<file path="config.mk">
export PLATFORM = sky130hd
export DESIGN_NAME = pipe_top
export DESIGN_NICKNAME = d
export VERILOG_FILES = /design/src/hw/pipe_pkg.sv /design/src/hw/ex_stage.sv /design/src/hw/hazard_bypass.sv /design/src/hw/id_stage.sv /design/src/hw/pipe_regfile.sv /design/src/hw/pipe_top.sv /design/src/hw/wb_stage.sv
export SDC_FILE = /design/constraint.sdc
export NUM_CORES = 1
export LEC_CHECK = 0
export BUFFER_PORTS_ARGS = -buffer_cell sky130_fd_sc_hd__buf_2
export CORE_AREA = 8 8 170 124
export DETAILED_ROUTE_END_ITERATION = 8
export DIE_AREA = 0 0 178 132
export PLACE_DENSITY = 0.73
export SYNTH_ARGS = -nofsm -noshare
export SYNTH_HDL_FRONTEND = slang
export SYNTH_SLANG_ARGS = --single-unit
</file>
<file path="constraint.sdc">
create_clock -name clk_i -period 3.5 [get_ports clk_i]
set_clock_uncertainty 0.05 [all_clocks]
set_input_delay 0 -clock clk_i [delete_from_list [all_inputs] [get_ports clk_i]]
set_output_delay 0 -clock clk_i [all_outputs]
set_load 0.01 [all_outputs]
</file>
<file path="src/hw/pipe_pkg.sv">
// 16-bit instruction word with fixed field positions; imm is zero-extended and r0 is hardwired
`default_nettype none

package pipe_pkg;

  //////////////////////////////////////////////////////////////////////
  // Datapath sizes
  //////////////////////////////////////////////////////////////////////

  localparam int unsigned XLEN    = 16;
  localparam int unsigned NREGS   = 8;
  localparam int unsigned RADDR_W = 3;
  localparam int unsigned INSTR_W = 16;

  //////////////////////////////////////////////////////////////////////
  // Instruction format
  //////////////////////////////////////////////////////////////////////

  // Opcode in [15:14]
  localparam int unsigned OP_LSB  = 14;
  // Destination in [13:11]
  localparam int unsigned RD_LSB  = 11;
  // Sources in [10:8] and [7:5]
  localparam int unsigned RS1_LSB = 8;
  localparam int unsigned RS2_LSB = 5;
  // Immediate fills the low bits up to rs2
  localparam int unsigned IMM_LSB = 0;

  typedef enum logic [1:0] {
    OP_NOP  = 2'b00,
    OP_ADD  = 2'b01,
    OP_SUB  = 2'b10,
    OP_LOAD = 2'b11
  } op_e;

  // Operand source for the ID muxes
  typedef enum logic [1:0] {
    FW_RF = 2'b00,
    FW_EX = 2'b01,
    FW_WB = 2'b10
  } fw_sel_e;

endpackage

`default_nettype wire

</file>
<file path="src/hw/ex_stage.sv">
// Single-cycle ALU; arithmetic wraps at XLEN bits and NOP yields zero
`default_nettype none

module ex_stage (
  input  logic                         clk_i,
  input  logic                         arst_n_i,
  // ID/EX register
  input  logic                         ex_valid_i,
  input  pipe_pkg::op_e                ex_op_i,
  input  logic [pipe_pkg::RADDR_W-1:0] ex_rd_i,
  input  logic [pipe_pkg::XLEN-1:0]    ex_opa_i,
  input  logic [pipe_pkg::XLEN-1:0]    ex_opb_i,
  input  logic                         wb_ready_i,
  // To hazard unit and ID forwarding
  output logic                         ex_we_o,
  output logic                         ex_load_o,
  output logic [pipe_pkg::XLEN-1:0]    ex_result_o,
  // EX/WB register
  output logic                         wb_valid_o,
  output pipe_pkg::op_e                wb_op_o,
  output logic [pipe_pkg::RADDR_W-1:0] wb_rd_o,
  output logic [pipe_pkg::XLEN-1:0]    wb_value_o
);
  import pipe_pkg::*;

  always_comb begin
    case (ex_op_i)
      OP_SUB:  ex_result_o = ex_opa_i - ex_opb_i;
      OP_NOP:  ex_result_o = '0;
      // ADD and load address share the adder
      default: ex_result_o = ex_opa_i + ex_opb_i;
    endcase
  end

  // Every op except NOP targets rd
  assign ex_we_o   = (ex_op_i != OP_NOP);
  assign ex_load_o = ex_valid_i && (ex_op_i == OP_LOAD);

  //////////////////////////////////////////////////////////////////////
  // EX/WB register
  //////////////////////////////////////////////////////////////////////

  always_ff @(posedge clk_i or negedge arst_n_i) begin
    if (!arst_n_i) begin
      wb_valid_o <= 1'b0;
    end else if (wb_ready_i) begin
      wb_valid_o <= ex_valid_i;
    end
  end

  // Payload only moves with a real instruction
  always_ff @(posedge clk_i) begin
    if (wb_ready_i && ex_valid_i) begin
      wb_op_o    <= ex_op_i;
      wb_rd_o    <= ex_rd_i;
      wb_value_o <= ex_result_o;
    end
  end

endmodule

`default_nettype wire

</file>
<file path="src/hw/hazard_bypass.sv">
// Purely combinational; read enables from ID are expected to be qualified with ID valid
`default_nettype none

module hazard_bypass (
  // From ID
  input  logic [pipe_pkg::RADDR_W-1:0] rs1_i,
  input  logic [pipe_pkg::RADDR_W-1:0] rs2_i,
  input  logic [1:0]                   re_i,
  input  logic                         id_valid_i,
  // From EX
  input  logic                         ex_valid_i,
  input  logic                         ex_we_i,
  input  logic [pipe_pkg::RADDR_W-1:0] ex_rd_i,
  input  logic                         ex_load_i,
  // From WB
  input  logic                         wb_valid_i,
  input  logic                         wb_we_i,
  input  logic [pipe_pkg::RADDR_W-1:0] wb_rd_i,
  input  logic                         wb_load_i,
  input  logic                         wb_ready_i,
  // To ID
  output logic                         load_stall_o,
  output pipe_pkg::fw_sel_e            fw_a_sel_o,
  output pipe_pkg::fw_sel_e            fw_b_sel_o
);
  import pipe_pkg::*;

  logic [RADDR_W-1:0] raddr [2];
  logic [1:0]         ex_match;
  logic [1:0]         wb_match;
  logic               ex_wr;
  logic               wb_wr;

  // Stage writes a register only when it holds a real instruction
  assign ex_wr = ex_valid_i && ex_we_i;
  assign wb_wr = wb_valid_i && wb_we_i;

  assign raddr[0] = rs1_i;
  assign raddr[1] = rs2_i;

  for (genvar i = 0; i < 2; i++) begin : gen_match
    // Address match per read port, r0 never matches
    assign ex_match[i] = ex_wr && re_i[i] && |raddr[i] && (ex_rd_i == raddr[i]);
    assign wb_match[i] = wb_wr && re_i[i] && |raddr[i] && (wb_rd_i == raddr[i]);
  end

  //////////////////////////////////////////////////////////////////////
  // Load-use stall
  //////////////////////////////////////////////////////////////////////

  // EX load has no data yet
  // WB load still waiting on memory
  assign load_stall_o = (ex_load_i && |ex_match) ||
                        (wb_load_i && !wb_ready_i && |wb_match);

  //////////////////////////////////////////////////////////////////////
  // Forwarding select
  //////////////////////////////////////////////////////////////////////

  always_comb begin
    fw_a_sel_o = FW_RF;
    fw_b_sel_o = FW_RF;

    // Older result first
    if (wb_match[0]) begin
      fw_a_sel_o = FW_WB;
    end
    if (wb_match[1]) begin
      fw_b_sel_o = FW_WB;
    end

    // Younger result wins
    if (ex_match[0]) begin
      fw_a_sel_o = FW_EX;
    end
    if (ex_match[1]) begin
      fw_b_sel_o = FW_EX;
    end
  end

  // Stall must only hold back a real ID instruction
  a_stall_needs_id: assert final (load_stall_o !== 1'b1 || id_valid_i === 1'b1)
    else $error("load stall raised with no valid instruction in ID");

endmodule

`default_nettype wire

</file>
<file path="src/hw/id_stage.sv">
// ID holds the instruction on the input stream; the sender keeps it stable until ready
`default_nettype none

module id_stage (
  input  logic                         clk_i,
  input  logic                         arst_n_i,
  // Instruction stream
  input  logic                         instr_valid_i,
  input  logic [pipe_pkg::INSTR_W-1:0] instr_i,
  output logic                         instr_ready_o,
  // Hazard unit
  input  logic                         load_stall_i,
  input  pipe_pkg::fw_sel_e            fw_a_sel_i,
  input  pipe_pkg::fw_sel_e            fw_b_sel_i,
  output logic [pipe_pkg::RADDR_W-1:0] rs1_o,
  output logic [pipe_pkg::RADDR_W-1:0] rs2_o,
  output logic [1:0]                   re_o,
  output logic                         id_valid_o,
  // Operand sources
  input  logic [pipe_pkg::XLEN-1:0]    rf_rdata_a_i,
  input  logic [pipe_pkg::XLEN-1:0]    rf_rdata_b_i,
  input  logic [pipe_pkg::XLEN-1:0]    ex_result_i,
  input  logic [pipe_pkg::XLEN-1:0]    wb_wdata_i,
  input  logic                         wb_ready_i,
  // ID/EX register
  output logic                         ex_valid_o,
  output pipe_pkg::op_e                ex_op_o,
  output logic [pipe_pkg::RADDR_W-1:0] ex_rd_o,
  output logic [pipe_pkg::XLEN-1:0]    ex_opa_o,
  output logic [pipe_pkg::XLEN-1:0]    ex_opb_o
);
  import pipe_pkg::*;

  op_e                        id_op;
  logic [RADDR_W-1:0]         id_rd;
  logic [RS2_LSB-IMM_LSB-1:0] id_imm;
  logic [XLEN-1:0]            opa;
  logic [XLEN-1:0]            fw_b;
  logic [XLEN-1:0]            opb;
  logic                       issue;

  //////////////////////////////////////////////////////////////////////
  // Decode
  //////////////////////////////////////////////////////////////////////

  assign id_op  = op_e'(instr_i[OP_LSB +: 2]);
  assign id_rd  = instr_i[RD_LSB +: RADDR_W];
  assign rs1_o  = instr_i[RS1_LSB +: RADDR_W];
  assign rs2_o  = instr_i[RS2_LSB +: RADDR_W];
  assign id_imm = instr_i[IMM_LSB +: (RS2_LSB - IMM_LSB)];

  assign id_valid_o = instr_valid_i;
  // rs1 for everything but NOP, rs2 only for ALU ops
  assign re_o[0] = instr_valid_i && (id_op != OP_NOP);
  assign re_o[1] = instr_valid_i && ((id_op == OP_ADD) || (id_op == OP_SUB));

  //////////////////////////////////////////////////////////////////////
  // Operand forwarding
  //////////////////////////////////////////////////////////////////////

  always_comb begin
    case (fw_a_sel_i)
      FW_EX:   opa = ex_result_i;
      FW_WB:   opa = wb_wdata_i;
      default: opa = rf_rdata_a_i;
    endcase
    case (fw_b_sel_i)
      FW_EX:   fw_b = ex_result_i;
      FW_WB:   fw_b = wb_wdata_i;
      default: fw_b = rf_rdata_b_i;
    endcase
  end

  // Load uses imm as the offset
  assign opb = (id_op == OP_LOAD) ? XLEN'(id_imm) : fw_b;

  //////////////////////////////////////////////////////////////////////
  // Handshake and ID/EX register
  //////////////////////////////////////////////////////////////////////

  assign instr_ready_o = wb_ready_i && !load_stall_i;
  assign issue         = instr_valid_i && instr_ready_o;

  // Bubble on stall or empty input, hold while WB waits
  always_ff @(posedge clk_i or negedge arst_n_i) begin
    if (!arst_n_i) begin
      ex_valid_o <= 1'b0;
    end else if (wb_ready_i) begin
      ex_valid_o <= issue;
    end
  end

  always_ff @(posedge clk_i) begin
    if (issue) begin
      ex_op_o  <= id_op;
      ex_rd_o  <= id_rd;
      ex_opa_o <= opa;
      ex_opb_o <= opb;
    end
  end

  // Back-pressure from WB freezes EX
  a_idex_hold: assert property (@(posedge clk_i) disable iff (!arst_n_i)
    !wb_ready_i |=> $stable({ex_valid_o, ex_op_o, ex_rd_o, ex_opa_o, ex_opb_o}))
    else $error("ID/EX register changed while WB was not ready");

endmodule

`default_nettype wire

</file>
<file path="src/hw/pipe_regfile.sv">
// Two async read ports, one write port; r0 reads zero and writes to it are dropped
`default_nettype none

module pipe_regfile (
  input  logic                         clk_i,
  input  logic                         arst_n_i,
  input  logic [pipe_pkg::RADDR_W-1:0] raddr_a_i,
  input  logic [pipe_pkg::RADDR_W-1:0] raddr_b_i,
  output logic [pipe_pkg::XLEN-1:0]    rdata_a_o,
  output logic [pipe_pkg::XLEN-1:0]    rdata_b_o,
  input  logic                         we_i,
  input  logic [pipe_pkg::RADDR_W-1:0] waddr_i,
  input  logic [pipe_pkg::XLEN-1:0]    wdata_i
);
  import pipe_pkg::*;

  // Storage for r1..r7 only
  logic [XLEN-1:0] regs_q [1:NREGS-1];

  always_ff @(posedge clk_i or negedge arst_n_i) begin
    if (!arst_n_i) begin
      for (int i = 1; i < NREGS; i++) begin
        regs_q[i] <= '0;
      end
    end else if (we_i && (waddr_i != '0)) begin
      regs_q[waddr_i] <= wdata_i;
    end
  end

  // r0 muxed to zero
  assign rdata_a_o = (raddr_a_i == '0) ? '0 : regs_q[raddr_a_i];
  assign rdata_b_o = (raddr_b_i == '0) ? '0 : regs_q[raddr_b_i];

  // A nonzero write is visible on port a one cycle later
  a_rf_write_read: assert property (@(posedge clk_i) disable iff (!arst_n_i)
    (we_i && (waddr_i != '0)) ##1 (raddr_a_i == $past(waddr_i))
      |-> (rdata_a_o == $past(wdata_i)))
    else $error("regfile write of r%0d not visible on next read", $past(waddr_i));

endmodule

`default_nettype wire

</file>
<file path="src/hw/pipe_top.sv">
// Instruction stream must hold valid and data stable until accepted
`default_nettype none

module pipe_top (
  input  logic                         clk_i,
  input  logic                         arst_n_i,
  // Instruction stream
  input  logic                         instr_valid_i,
  input  logic [pipe_pkg::INSTR_W-1:0] instr_i,
  output logic                         instr_ready_o,
  // Data port
  output logic                         dmem_req_o,
  output logic [pipe_pkg::XLEN-1:0]    dmem_addr_o,
  input  logic                         dmem_rvalid_i,
  input  logic [pipe_pkg::XLEN-1:0]    dmem_rdata_i,
  // Retire port
  output logic                         retire_valid_o,
  output logic [pipe_pkg::RADDR_W-1:0] retire_rd_o,
  output logic [pipe_pkg::XLEN-1:0]    retire_data_o
);
  import pipe_pkg::*;

  // ID side
  logic [RADDR_W-1:0] rs1, rs2;
  logic [1:0]         re;
  logic               id_valid;
  logic               load_stall;
  fw_sel_e            fw_a_sel, fw_b_sel;
  logic [XLEN-1:0]    rf_rdata_a, rf_rdata_b;

  // ID/EX register
  logic               ex_valid;
  op_e                ex_op;
  logic [RADDR_W-1:0] ex_rd;
  logic [XLEN-1:0]    ex_opa, ex_opb;
  logic               ex_we, ex_load;
  logic [XLEN-1:0]    ex_result;

  // EX/WB register and WB outputs
  logic               wb_valid;
  op_e                wb_op;
  logic [RADDR_W-1:0] wb_rd;
  logic [XLEN-1:0]    wb_value;
  logic               wb_ready, wb_we, wb_load;
  logic [XLEN-1:0]    wb_wdata;
  logic               rf_we;
  logic [RADDR_W-1:0] rf_waddr;

  id_stage u_id_stage (
    .clk_i, .arst_n_i, .instr_valid_i, .instr_i, .instr_ready_o,
    .load_stall_i (load_stall), .fw_a_sel_i (fw_a_sel), .fw_b_sel_i (fw_b_sel),
    .rs1_o (rs1), .rs2_o (rs2), .re_o (re), .id_valid_o (id_valid),
    .rf_rdata_a_i (rf_rdata_a), .rf_rdata_b_i (rf_rdata_b),
    .ex_result_i (ex_result), .wb_wdata_i (wb_wdata), .wb_ready_i (wb_ready),
    .ex_valid_o (ex_valid), .ex_op_o (ex_op), .ex_rd_o (ex_rd),
    .ex_opa_o (ex_opa), .ex_opb_o (ex_opb)
  );

  hazard_bypass u_hazard_bypass (
    .rs1_i (rs1), .rs2_i (rs2), .re_i (re), .id_valid_i (id_valid),
    .ex_valid_i (ex_valid), .ex_we_i (ex_we), .ex_rd_i (ex_rd), .ex_load_i (ex_load),
    .wb_valid_i (wb_valid), .wb_we_i (wb_we), .wb_rd_i (wb_rd), .wb_load_i (wb_load),
    .wb_ready_i (wb_ready),
    .load_stall_o (load_stall), .fw_a_sel_o (fw_a_sel), .fw_b_sel_o (fw_b_sel)
  );

  pipe_regfile u_pipe_regfile (
    .clk_i, .arst_n_i,
    .raddr_a_i (rs1), .raddr_b_i (rs2),
    .rdata_a_o (rf_rdata_a), .rdata_b_o (rf_rdata_b),
    .we_i (rf_we), .waddr_i (rf_waddr), .wdata_i (wb_wdata)
  );

  ex_stage u_ex_stage (
    .clk_i, .arst_n_i,
    .ex_valid_i (ex_valid), .ex_op_i (ex_op), .ex_rd_i (ex_rd),
    .ex_opa_i (ex_opa), .ex_opb_i (ex_opb), .wb_ready_i (wb_ready),
    .ex_we_o (ex_we), .ex_load_o (ex_load), .ex_result_o (ex_result),
    .wb_valid_o (wb_valid), .wb_op_o (wb_op), .wb_rd_o (wb_rd), .wb_value_o (wb_value)
  );

  wb_stage u_wb_stage (
    .wb_valid_i (wb_valid), .wb_op_i (wb_op), .wb_rd_i (wb_rd), .wb_value_i (wb_value),
    .dmem_req_o, .dmem_addr_o, .dmem_rvalid_i, .dmem_rdata_i,
    .wb_ready_o (wb_ready), .wb_we_o (wb_we), .wb_load_o (wb_load),
    .wb_wdata_o (wb_wdata), .rf_we_o (rf_we), .rf_waddr_o (rf_waddr),
    .retire_valid_o, .retire_rd_o, .retire_data_o
  );

endmodule

`default_nettype wire

</file>
<file path="src/hw/wb_stage.sv">
// Load request held until rvalid; memory must answer each load with exactly one rvalid
`default_nettype none

module wb_stage (
  // EX/WB register
  input  logic                         wb_valid_i,
  input  pipe_pkg::op_e                wb_op_i,
  input  logic [pipe_pkg::RADDR_W-1:0] wb_rd_i,
  input  logic [pipe_pkg::XLEN-1:0]    wb_value_i,
  // Data port
  output logic                         dmem_req_o,
  output logic [pipe_pkg::XLEN-1:0]    dmem_addr_o,
  input  logic                         dmem_rvalid_i,
  input  logic [pipe_pkg::XLEN-1:0]    dmem_rdata_i,
  // To hazard unit and ID
  output logic                         wb_ready_o,
  output logic                         wb_we_o,
  output logic                         wb_load_o,
  output logic [pipe_pkg::XLEN-1:0]    wb_wdata_o,
  // Register file write
  output logic                         rf_we_o,
  output logic [pipe_pkg::RADDR_W-1:0] rf_waddr_o,
  // Retire port
  output logic                         retire_valid_o,
  output logic [pipe_pkg::RADDR_W-1:0] retire_rd_o,
  output logic [pipe_pkg::XLEN-1:0]    retire_data_o
);
  import pipe_pkg::*;

  logic is_nop;

  assign is_nop    = (wb_op_i == OP_NOP);
  assign wb_load_o = wb_valid_i && (wb_op_i == OP_LOAD);
  assign wb_we_o   = !is_nop;

  // Address comes straight from the EX adder result
  assign dmem_req_o  = wb_load_o;
  assign dmem_addr_o = wb_value_i;

  // Only a load without data holds the pipe
  assign wb_ready_o = !wb_load_o || dmem_rvalid_i;
  assign wb_wdata_o = wb_load_o ? dmem_rdata_i : wb_value_i;

  // r0 filtering happens in the register file
  assign rf_we_o    = wb_valid_i && wb_we_o && wb_ready_o;
  assign rf_waddr_o = wb_rd_i;

  // NOPs retire too, with rd and data zeroed
  assign retire_valid_o = wb_valid_i && wb_ready_o;
  assign retire_rd_o    = is_nop ? '0 : wb_rd_i;
  assign retire_data_o  = is_nop ? '0 : wb_wdata_o;

  // A response never arrives without an open request
  a_rvalid_needs_req: assert property (@(posedge dmem_rvalid_i) dmem_req_o)
    else $error("dmem_rvalid_i raised with no load request pending");

endmodule

`default_nettype wire

</file>
==> qor.yml, run 1 <==
logic_synthesis:
  syn-num-nets: 1036
  ys_warn_count: 0
  synth-edff-count: 58
  ys_seq_area_frac: 0.464
  netlist_area_um2: 9910
  syn_inst: 981
  synth_top_cell_by_area: "dfrtp_1"
  ys_seq_elements: 172
  synth.distinct_cells: 70
  synthArstFlopShare: 0.663
  ys.flop_type: "dfrtp_1"
  synth_area_per_cell_um2: 10.1
  yosysTopAreaCellShare: 0.288
  yosys-top-cells-area: "dfrtp_1 (29%), edfxtp_1 (18%), mux4_2 (7.3%)"
grt:
  grt_usage: 0.257
  overflow: 0
  grt_use_met2: 0.366
  met3_usage: 0.0658
  grt_pass1_vias: 8134
  gr-usage-met1: 0.375
  grt_pass1_wl_um: 46700
  grt_busiest_layer: "met1"
  antenna_found_initial: 0
  grt_start_max_net_pins: 78
power_and_ir_drop:
  pwr-share-clk: 0.229
  vdd_drop_max_v: 0.000376
  p_int_mw: 5.28
  p_per_area_nw_per_um2: 713
  p_leak_nw: 5.01
  switching_power_mw: 3.03
  p_seq_frac: 0.402
  power.total_mw: 8.31
  p_comb_frac: 0.369
  p_sw_frac: 0.365
route:
  finalWirelength_um: 29900
  drc: 0
  ant_nets: 0
  first_pass_iters: 6
  vias_per_cell: 6.27
  wl_per_cell_um: 22.3
  drtIter0Drc: 1076
  via_count: 8426
clocking:
  cts_tree: "yes"
  clk_path_buf_depth: 2
  cts_root_buffer: "clkbuf_16"
  worstSkewPairLatency_ps: 450
  path_clk_slew_ps: 70
  clkSinkCount: 172
  htreeDepth: 4
  cts_buffers: 17
run_status:
  outcome: "complete, but fails checks"
  violations: "negative hold slack"
timing:
  setup-tns-final_ps: 0
  hold_viol_final: 1
  worst_slew_pin_slew_ps: 1270
  whs_ps: -2.78
  fmax_mhz: 288
  setup_viol: 0
  rsz0062_at_grt: "yes"
  report.final.slew_viol_count: 0
  setup_slack_ps: 28.2
  slew-limit-headroom: 0.153
  fin_crit_ps: 3470
  fin_crit_sh: 0.992
layout:
  num_antenna_cells: 0
  drive_gt1_frac: 0.233
  mostFrequentLayoutCell: "nand2_1"
  final_cell_mix: "nand2_1 (149), o21ai_0 (139), dfrtp_1 (114), buf_2 (72), nor2_1 (70)"
  fillers: 1479
  final_nets: 1144
  area.growth.synth_to_final_pct: 17.6
  fin_area_um2: 11700
place:
  dp_worst_setup_slack_ps: -33.2
  dpl.hpwl_um: 20100
  placed_area_um2: 10700
  gp_congestion: 0.988
  portBuffers: 73
critical_path:
  crit_arrival_ps: 3590
  setup.worst_path.start_class: "register"
  end_kind: "register"
  critPathMaxFanout: 6
  required_ps: 3620
  crit_type: "register to register"
die:
  rows: 42
  dieArea_um2: 23500
  initial_core_util: 0.537
  die_w_um: 178
  die-height_um: 132
  core_area_um2: 18400
  io_pins: 74
run:
  drv_cap: 0
min_path:
  hold_path_class: "primary input to register"
per-stage QoR:
stage / util / cells / hold slack [ps]
3_3_place_gp: 0.579 / 1279 / 127
6_report: 0.632 / 1344 / -2.78
4_1_cts: 0.625 / 1335 / 7.55
3_5_place_dp: 0.579 / 1279 / 128
2_1_floorplan: - / 981 / -346
5_1_grt: 0.632 / 1344 / 39.8
cells by family after synthesis:
| logic type | Yosys count | share of synthesized area |
|---|---|---|
| simple gates | 301 | 0.138 |
| buf+inv | 84 | 0.0362 |
| mux | 83 | 0.128 |
| compound gates | 286 | 0.177 |
| xor+xnor | 36 | 0.0326 |
| flops | 172 | 0.464 |
| fa+ha+maj | 19 | 0.0247 |
cells in the mapped netlist (8+ instances only):
master / count
nand2_1: 150
o21ai_0: 140
dfrtp_1: 114
nor2_1: 72
edfxtp_1: 58
a21oi_1: 44
clkbuf_1: 38
a22oi_1: 34
mux4_2: 32
mux2_2: 31
xnor2_1: 28
buf_2: 20
mux2i_1: 20
ha_1: 18
inv_1: 18
nor2b_1: 11
nor3_1: 10
a2bb2oi_1: 9
nand3_1: 8
sequential cells by signal, indices dropped and copies added (netlist names):
name and count:
u_pipe_regfile.regs_q 112, u_ex_stage.wb_op_o 2, u_id_stage.ex_opa_o 16, u_id_stage.ex_op_o 2, u_ex_stage.wb_rd_o 3, u_ex_stage.wb_valid_o 1, u_id_stage.ex_opb_o 16, u_ex_stage.wb_value_o 16
u_id_stage.ex_rd_o 3, u_id_stage.ex_valid_o 1
worst paths after layout:
path                                             end  depth (start not counted)  slack (ps)                       from
setup / recovery             u_id_stage.ex_opa_o[13]                         12          30     u_id_stage.ex_opb_o[0]
hold / removal             u_pipe_regfile.regs_q[26]                          4          -3           dmem_rdata_i[10]
setup reg to reg             u_id_stage.ex_opa_o[13]                         12          30     u_id_stage.ex_opb_o[0]
hold reg to reg            u_pipe_regfile.regs_q[99]                          2         450  u_pipe_regfile.regs_q[99]
max in group asynchronous  u_pipe_regfile.regs_q[66]                          3        2420                   arst_n_i
min in group asynchronous  u_pipe_regfile.regs_q[60]                          2         230                   arst_n_i
critical path: stages (launching register included):
cell and delay [ps]:
edfxtp_1 460, inv_2 100, ha_4 130, nand3b_1 170
o31ai_2 310, xor2_1 290, ha_4 280, a21oi_4 180
o21ai_1 90, a221o_1 390, a221oi_4 410, xor2_2 210
o221ai_1 120
repair_timing:
item	4_1_cts	5_1_grt
hold endpoints to repair	104	0
buffers inserted	0	9
gates cloned	0	0
gates resized for setup	3	17
hold buffers	24	0
pin swaps	0	11
setup endpoints to repair	3	24
cell type report:
type / count / area (µm²) / share of cell area
Inverter: 19 / 71.3 / 0.00612
Timing Repair Buffer: 154 / 1060 / 0.0911
Tap cell: 242 / 303 / 0.0260
Sequential cell: 172 / 4590 / 0.394
Multi-Input combinational cell: 725 / 5050 / 0.433
Clock inverter: 12 / 106 / 0.00913
Clock buffer: 20 / 468 / 0.0402
power by group through the flow:
stage	combinational, mW	sequential (mW)	clock, mW
after floorplan	1.96	3.22	0
after detailed placement	2.90	3.35	0
after global routing	3.35	3.42	2.00
final	3.06	3.34	1.91
after global placement	2.84	3.30	0
after CTS	2.95	3.32	1.92
layer usage:
layer | up-vias | routed length (µm)
li1 | 3814 | -
met1 | 4056 | 13000
met2 | 487 | 13000
met3 | 69 | 3120
met4 | 0 | 821
met5 | - | 0
Power figures use the tool's default switching activity.
==> run 2: changes to the inputs <==
Settings changed: CAP_MARGIN from default to 40, CELL_PAD_IN_SITES_DETAIL_PLACEMENT from default to 1, CELL_PAD_IN_SITES_GLOBAL_PLACEMENT from default to 1, CORE_AREA 8 8 170 124 to 8 8 181 132, DIE_AREA 0 0 178 132 to 0 0 189 140, PLACE_DENSITY 0.73 to default, PLACE_DENSITY_LB_ADDON from default to 0.1.
==> qor.yml, run 2 (synthesis results as in run 1) <==
run_status:
  outcome: "completed"
place:
  portBuffers: 73
  placed_area_um2: 10800
  dpl.hpwl_um: 22700
  gp_congestion: 0.885
route:
  ant_nets: 0
  vias_per_cell: 6.06
  drtIter0Drc: 687
  drc: 0
  finalWirelength_um: 33700
  wl_per_cell_um: 24.4
  via_count: 8372
  first_pass_iters: 5
timing:
  fin_crit_ps: 3490
  hold_viol_final: 0
  setup_viol: 0
  setup-tns-final_ps: 0
  report.final.slew_viol_count: 0
  whs_ps: 1.40
  worst_slew_pin_slew_ps: 822
  fin_crit_sh: 0.997
  rsz0062_at_grt: "yes"
  fmax_mhz: 287
  slew-limit-headroom: 0.451
critical_path:
  required_ps: 3650
  path_buf_inv: 3
  cp_top_family: "compound AO/OA/AOI/OAI gates"
  reg2reg_depth: 14
  critPathMaxFanout: 6
  path_cells: "inv_1 -> ha_2 -> nand3b_1 -> buf_4 -> nand2_1 -> xor2_1 -> ha_2 -> a21oi_2 -> o21ai_2 -> a221o_1 -> a221oi_4 -> xor2_2 -> buf_4 -> nor2_1"
  cp.depth: 14
  setup.worst_path.start_class: "register"
  end_kind: "register"
  critPathSlowestCell: "edfxtp_1"
  critPathMaxStageDelay_ps: 430
  crit_arrival_ps: 3640
  crit_type: "register to register"
min_path:
  hold_path_class: "primary input to register"
  hold_depth: 4
power_and_ir_drop:
  vdd_drop_max_v: 0.000426
  power.total_mw: 8.48
  p_leak_nw: 5.03
  p_per_area_nw_per_um2: 721
layout:
  num_antenna_cells: 0
  final_nets: 1142
  final_cell_mix: "nand2_1 (149), o21ai_0 (139), dfrtp_1 (114), buf_2 (72), nor2_1 (71)"
  fillers: 2363
  fin_area_um2: 11800
  area.growth.synth_to_final_pct: 18.6
  largest_register: "u_pipe_regfile.regs_q"
  largest_register_ff_count: 112
  drive_gt1_frac: 0.233
  utilization: 0.557
  mostFrequentLayoutCell: "nand2_1"
grt:
  overflow: 0
  grt_usage: 0.257
  grt_start_max_net_pins: 50
  grt_pass1_vias: 8801
  grt_pass1_wl_um: 52400
  antenna_found_initial: 0
clocking:
  cts_tree: "yes"
  cts_buffers: 17
  worstSkewPairLatency_ps: 440
  clkSinkCount: 172
  path_clk_slew_ps: 70
  htreeDepth: 4
  cts_root_buffer: "clkbuf_16"
  clk_path_buf_depth: 2
die:
  io_pins: 74
  initial_core_util: 0.469
  die_w_um: 189
  dieArea_um2: 26500
  die-height_um: 140
  core_area_um2: 21100
  rows: 45
run:
  drv_cap: 0
==> run 2: cell types whose count changed in the layout (fill, tap and decap cells not counted), sizes merged <==
cell / change
bufinv: +1
clkbuf: +4
inv: -5
dlygate4sd3: -3
buf: +1
==> run 2: final cells by class <==
type,count,area (µm²),share of cell area
inverter,19,71.3,0.00607
clock inverter,8,101,0.00862
sequential,172,4590,0.391
timing repair buffer,152,1070,0.0910
multi-input combinational,725,5050,0.429
tap,282,353,0.0300
clock buffer,24,518,0.0441
==> run 2: routing by layer <==
metal	wire length, µm	part of all wire	track usage
met4	688	0.020	0.0784
met3	1750	0.052	0.0461
met5	0	0	0
met1	16100	0.48	0.367
met2	15200	0.45	0.392
==> run 2: per-stage QoR <==
stage,setup slack [ps],cells
after floorplan,463,981
final,10.0,1382
after CTS,-15.0,1375
after global routing,-105,1382
after detailed placement,-122,1322
after global placement,41.7,1320
==> run 2: power by group <==
part	total (mW)	internal (mW)	switching, mW
Sequential	3.36	2.83	0.530
Combinational	3.11	1.40	1.71
Clock	2.01	1.19	0.821
==> run 2: what timing repair did <==
action,CTS,global route
hold endpoints to repair,95,0
buffers inserted,0,6
cloned,0,0
gates resized for setup,5,15
hold buffers,21,0
pin swaps,1,12
setup endpoints to repair,2,8
==> run 2: tightest hold or removal path: cells and delay by family <==
family	cells	cell delay (ps)
AOI/OAI and AO/OA	1	130
buffers and inverters	2	260
muxes	1	60
==> run 2: path summary, 6_finish.rpt <==
path | from | to | slack [ps]
setup / recovery | u_id_stage.ex_opb_o[0] | u_ex_stage.wb_value_o[13] | 10
hold / removal | dmem_rdata_i[11] | u_pipe_regfile.regs_q[27] | 1
setup reg to reg | u_id_stage.ex_opb_o[0] | u_ex_stage.wb_value_o[13] | 10
hold reg to reg | u_pipe_regfile.regs_q[33] | u_pipe_regfile.regs_q[33] | 450
max in group asynchronous | arst_n_i | u_pipe_regfile.regs_q[77] | 2470
min in group asynchronous | arst_n_i | u_pipe_regfile.regs_q[59] | 50
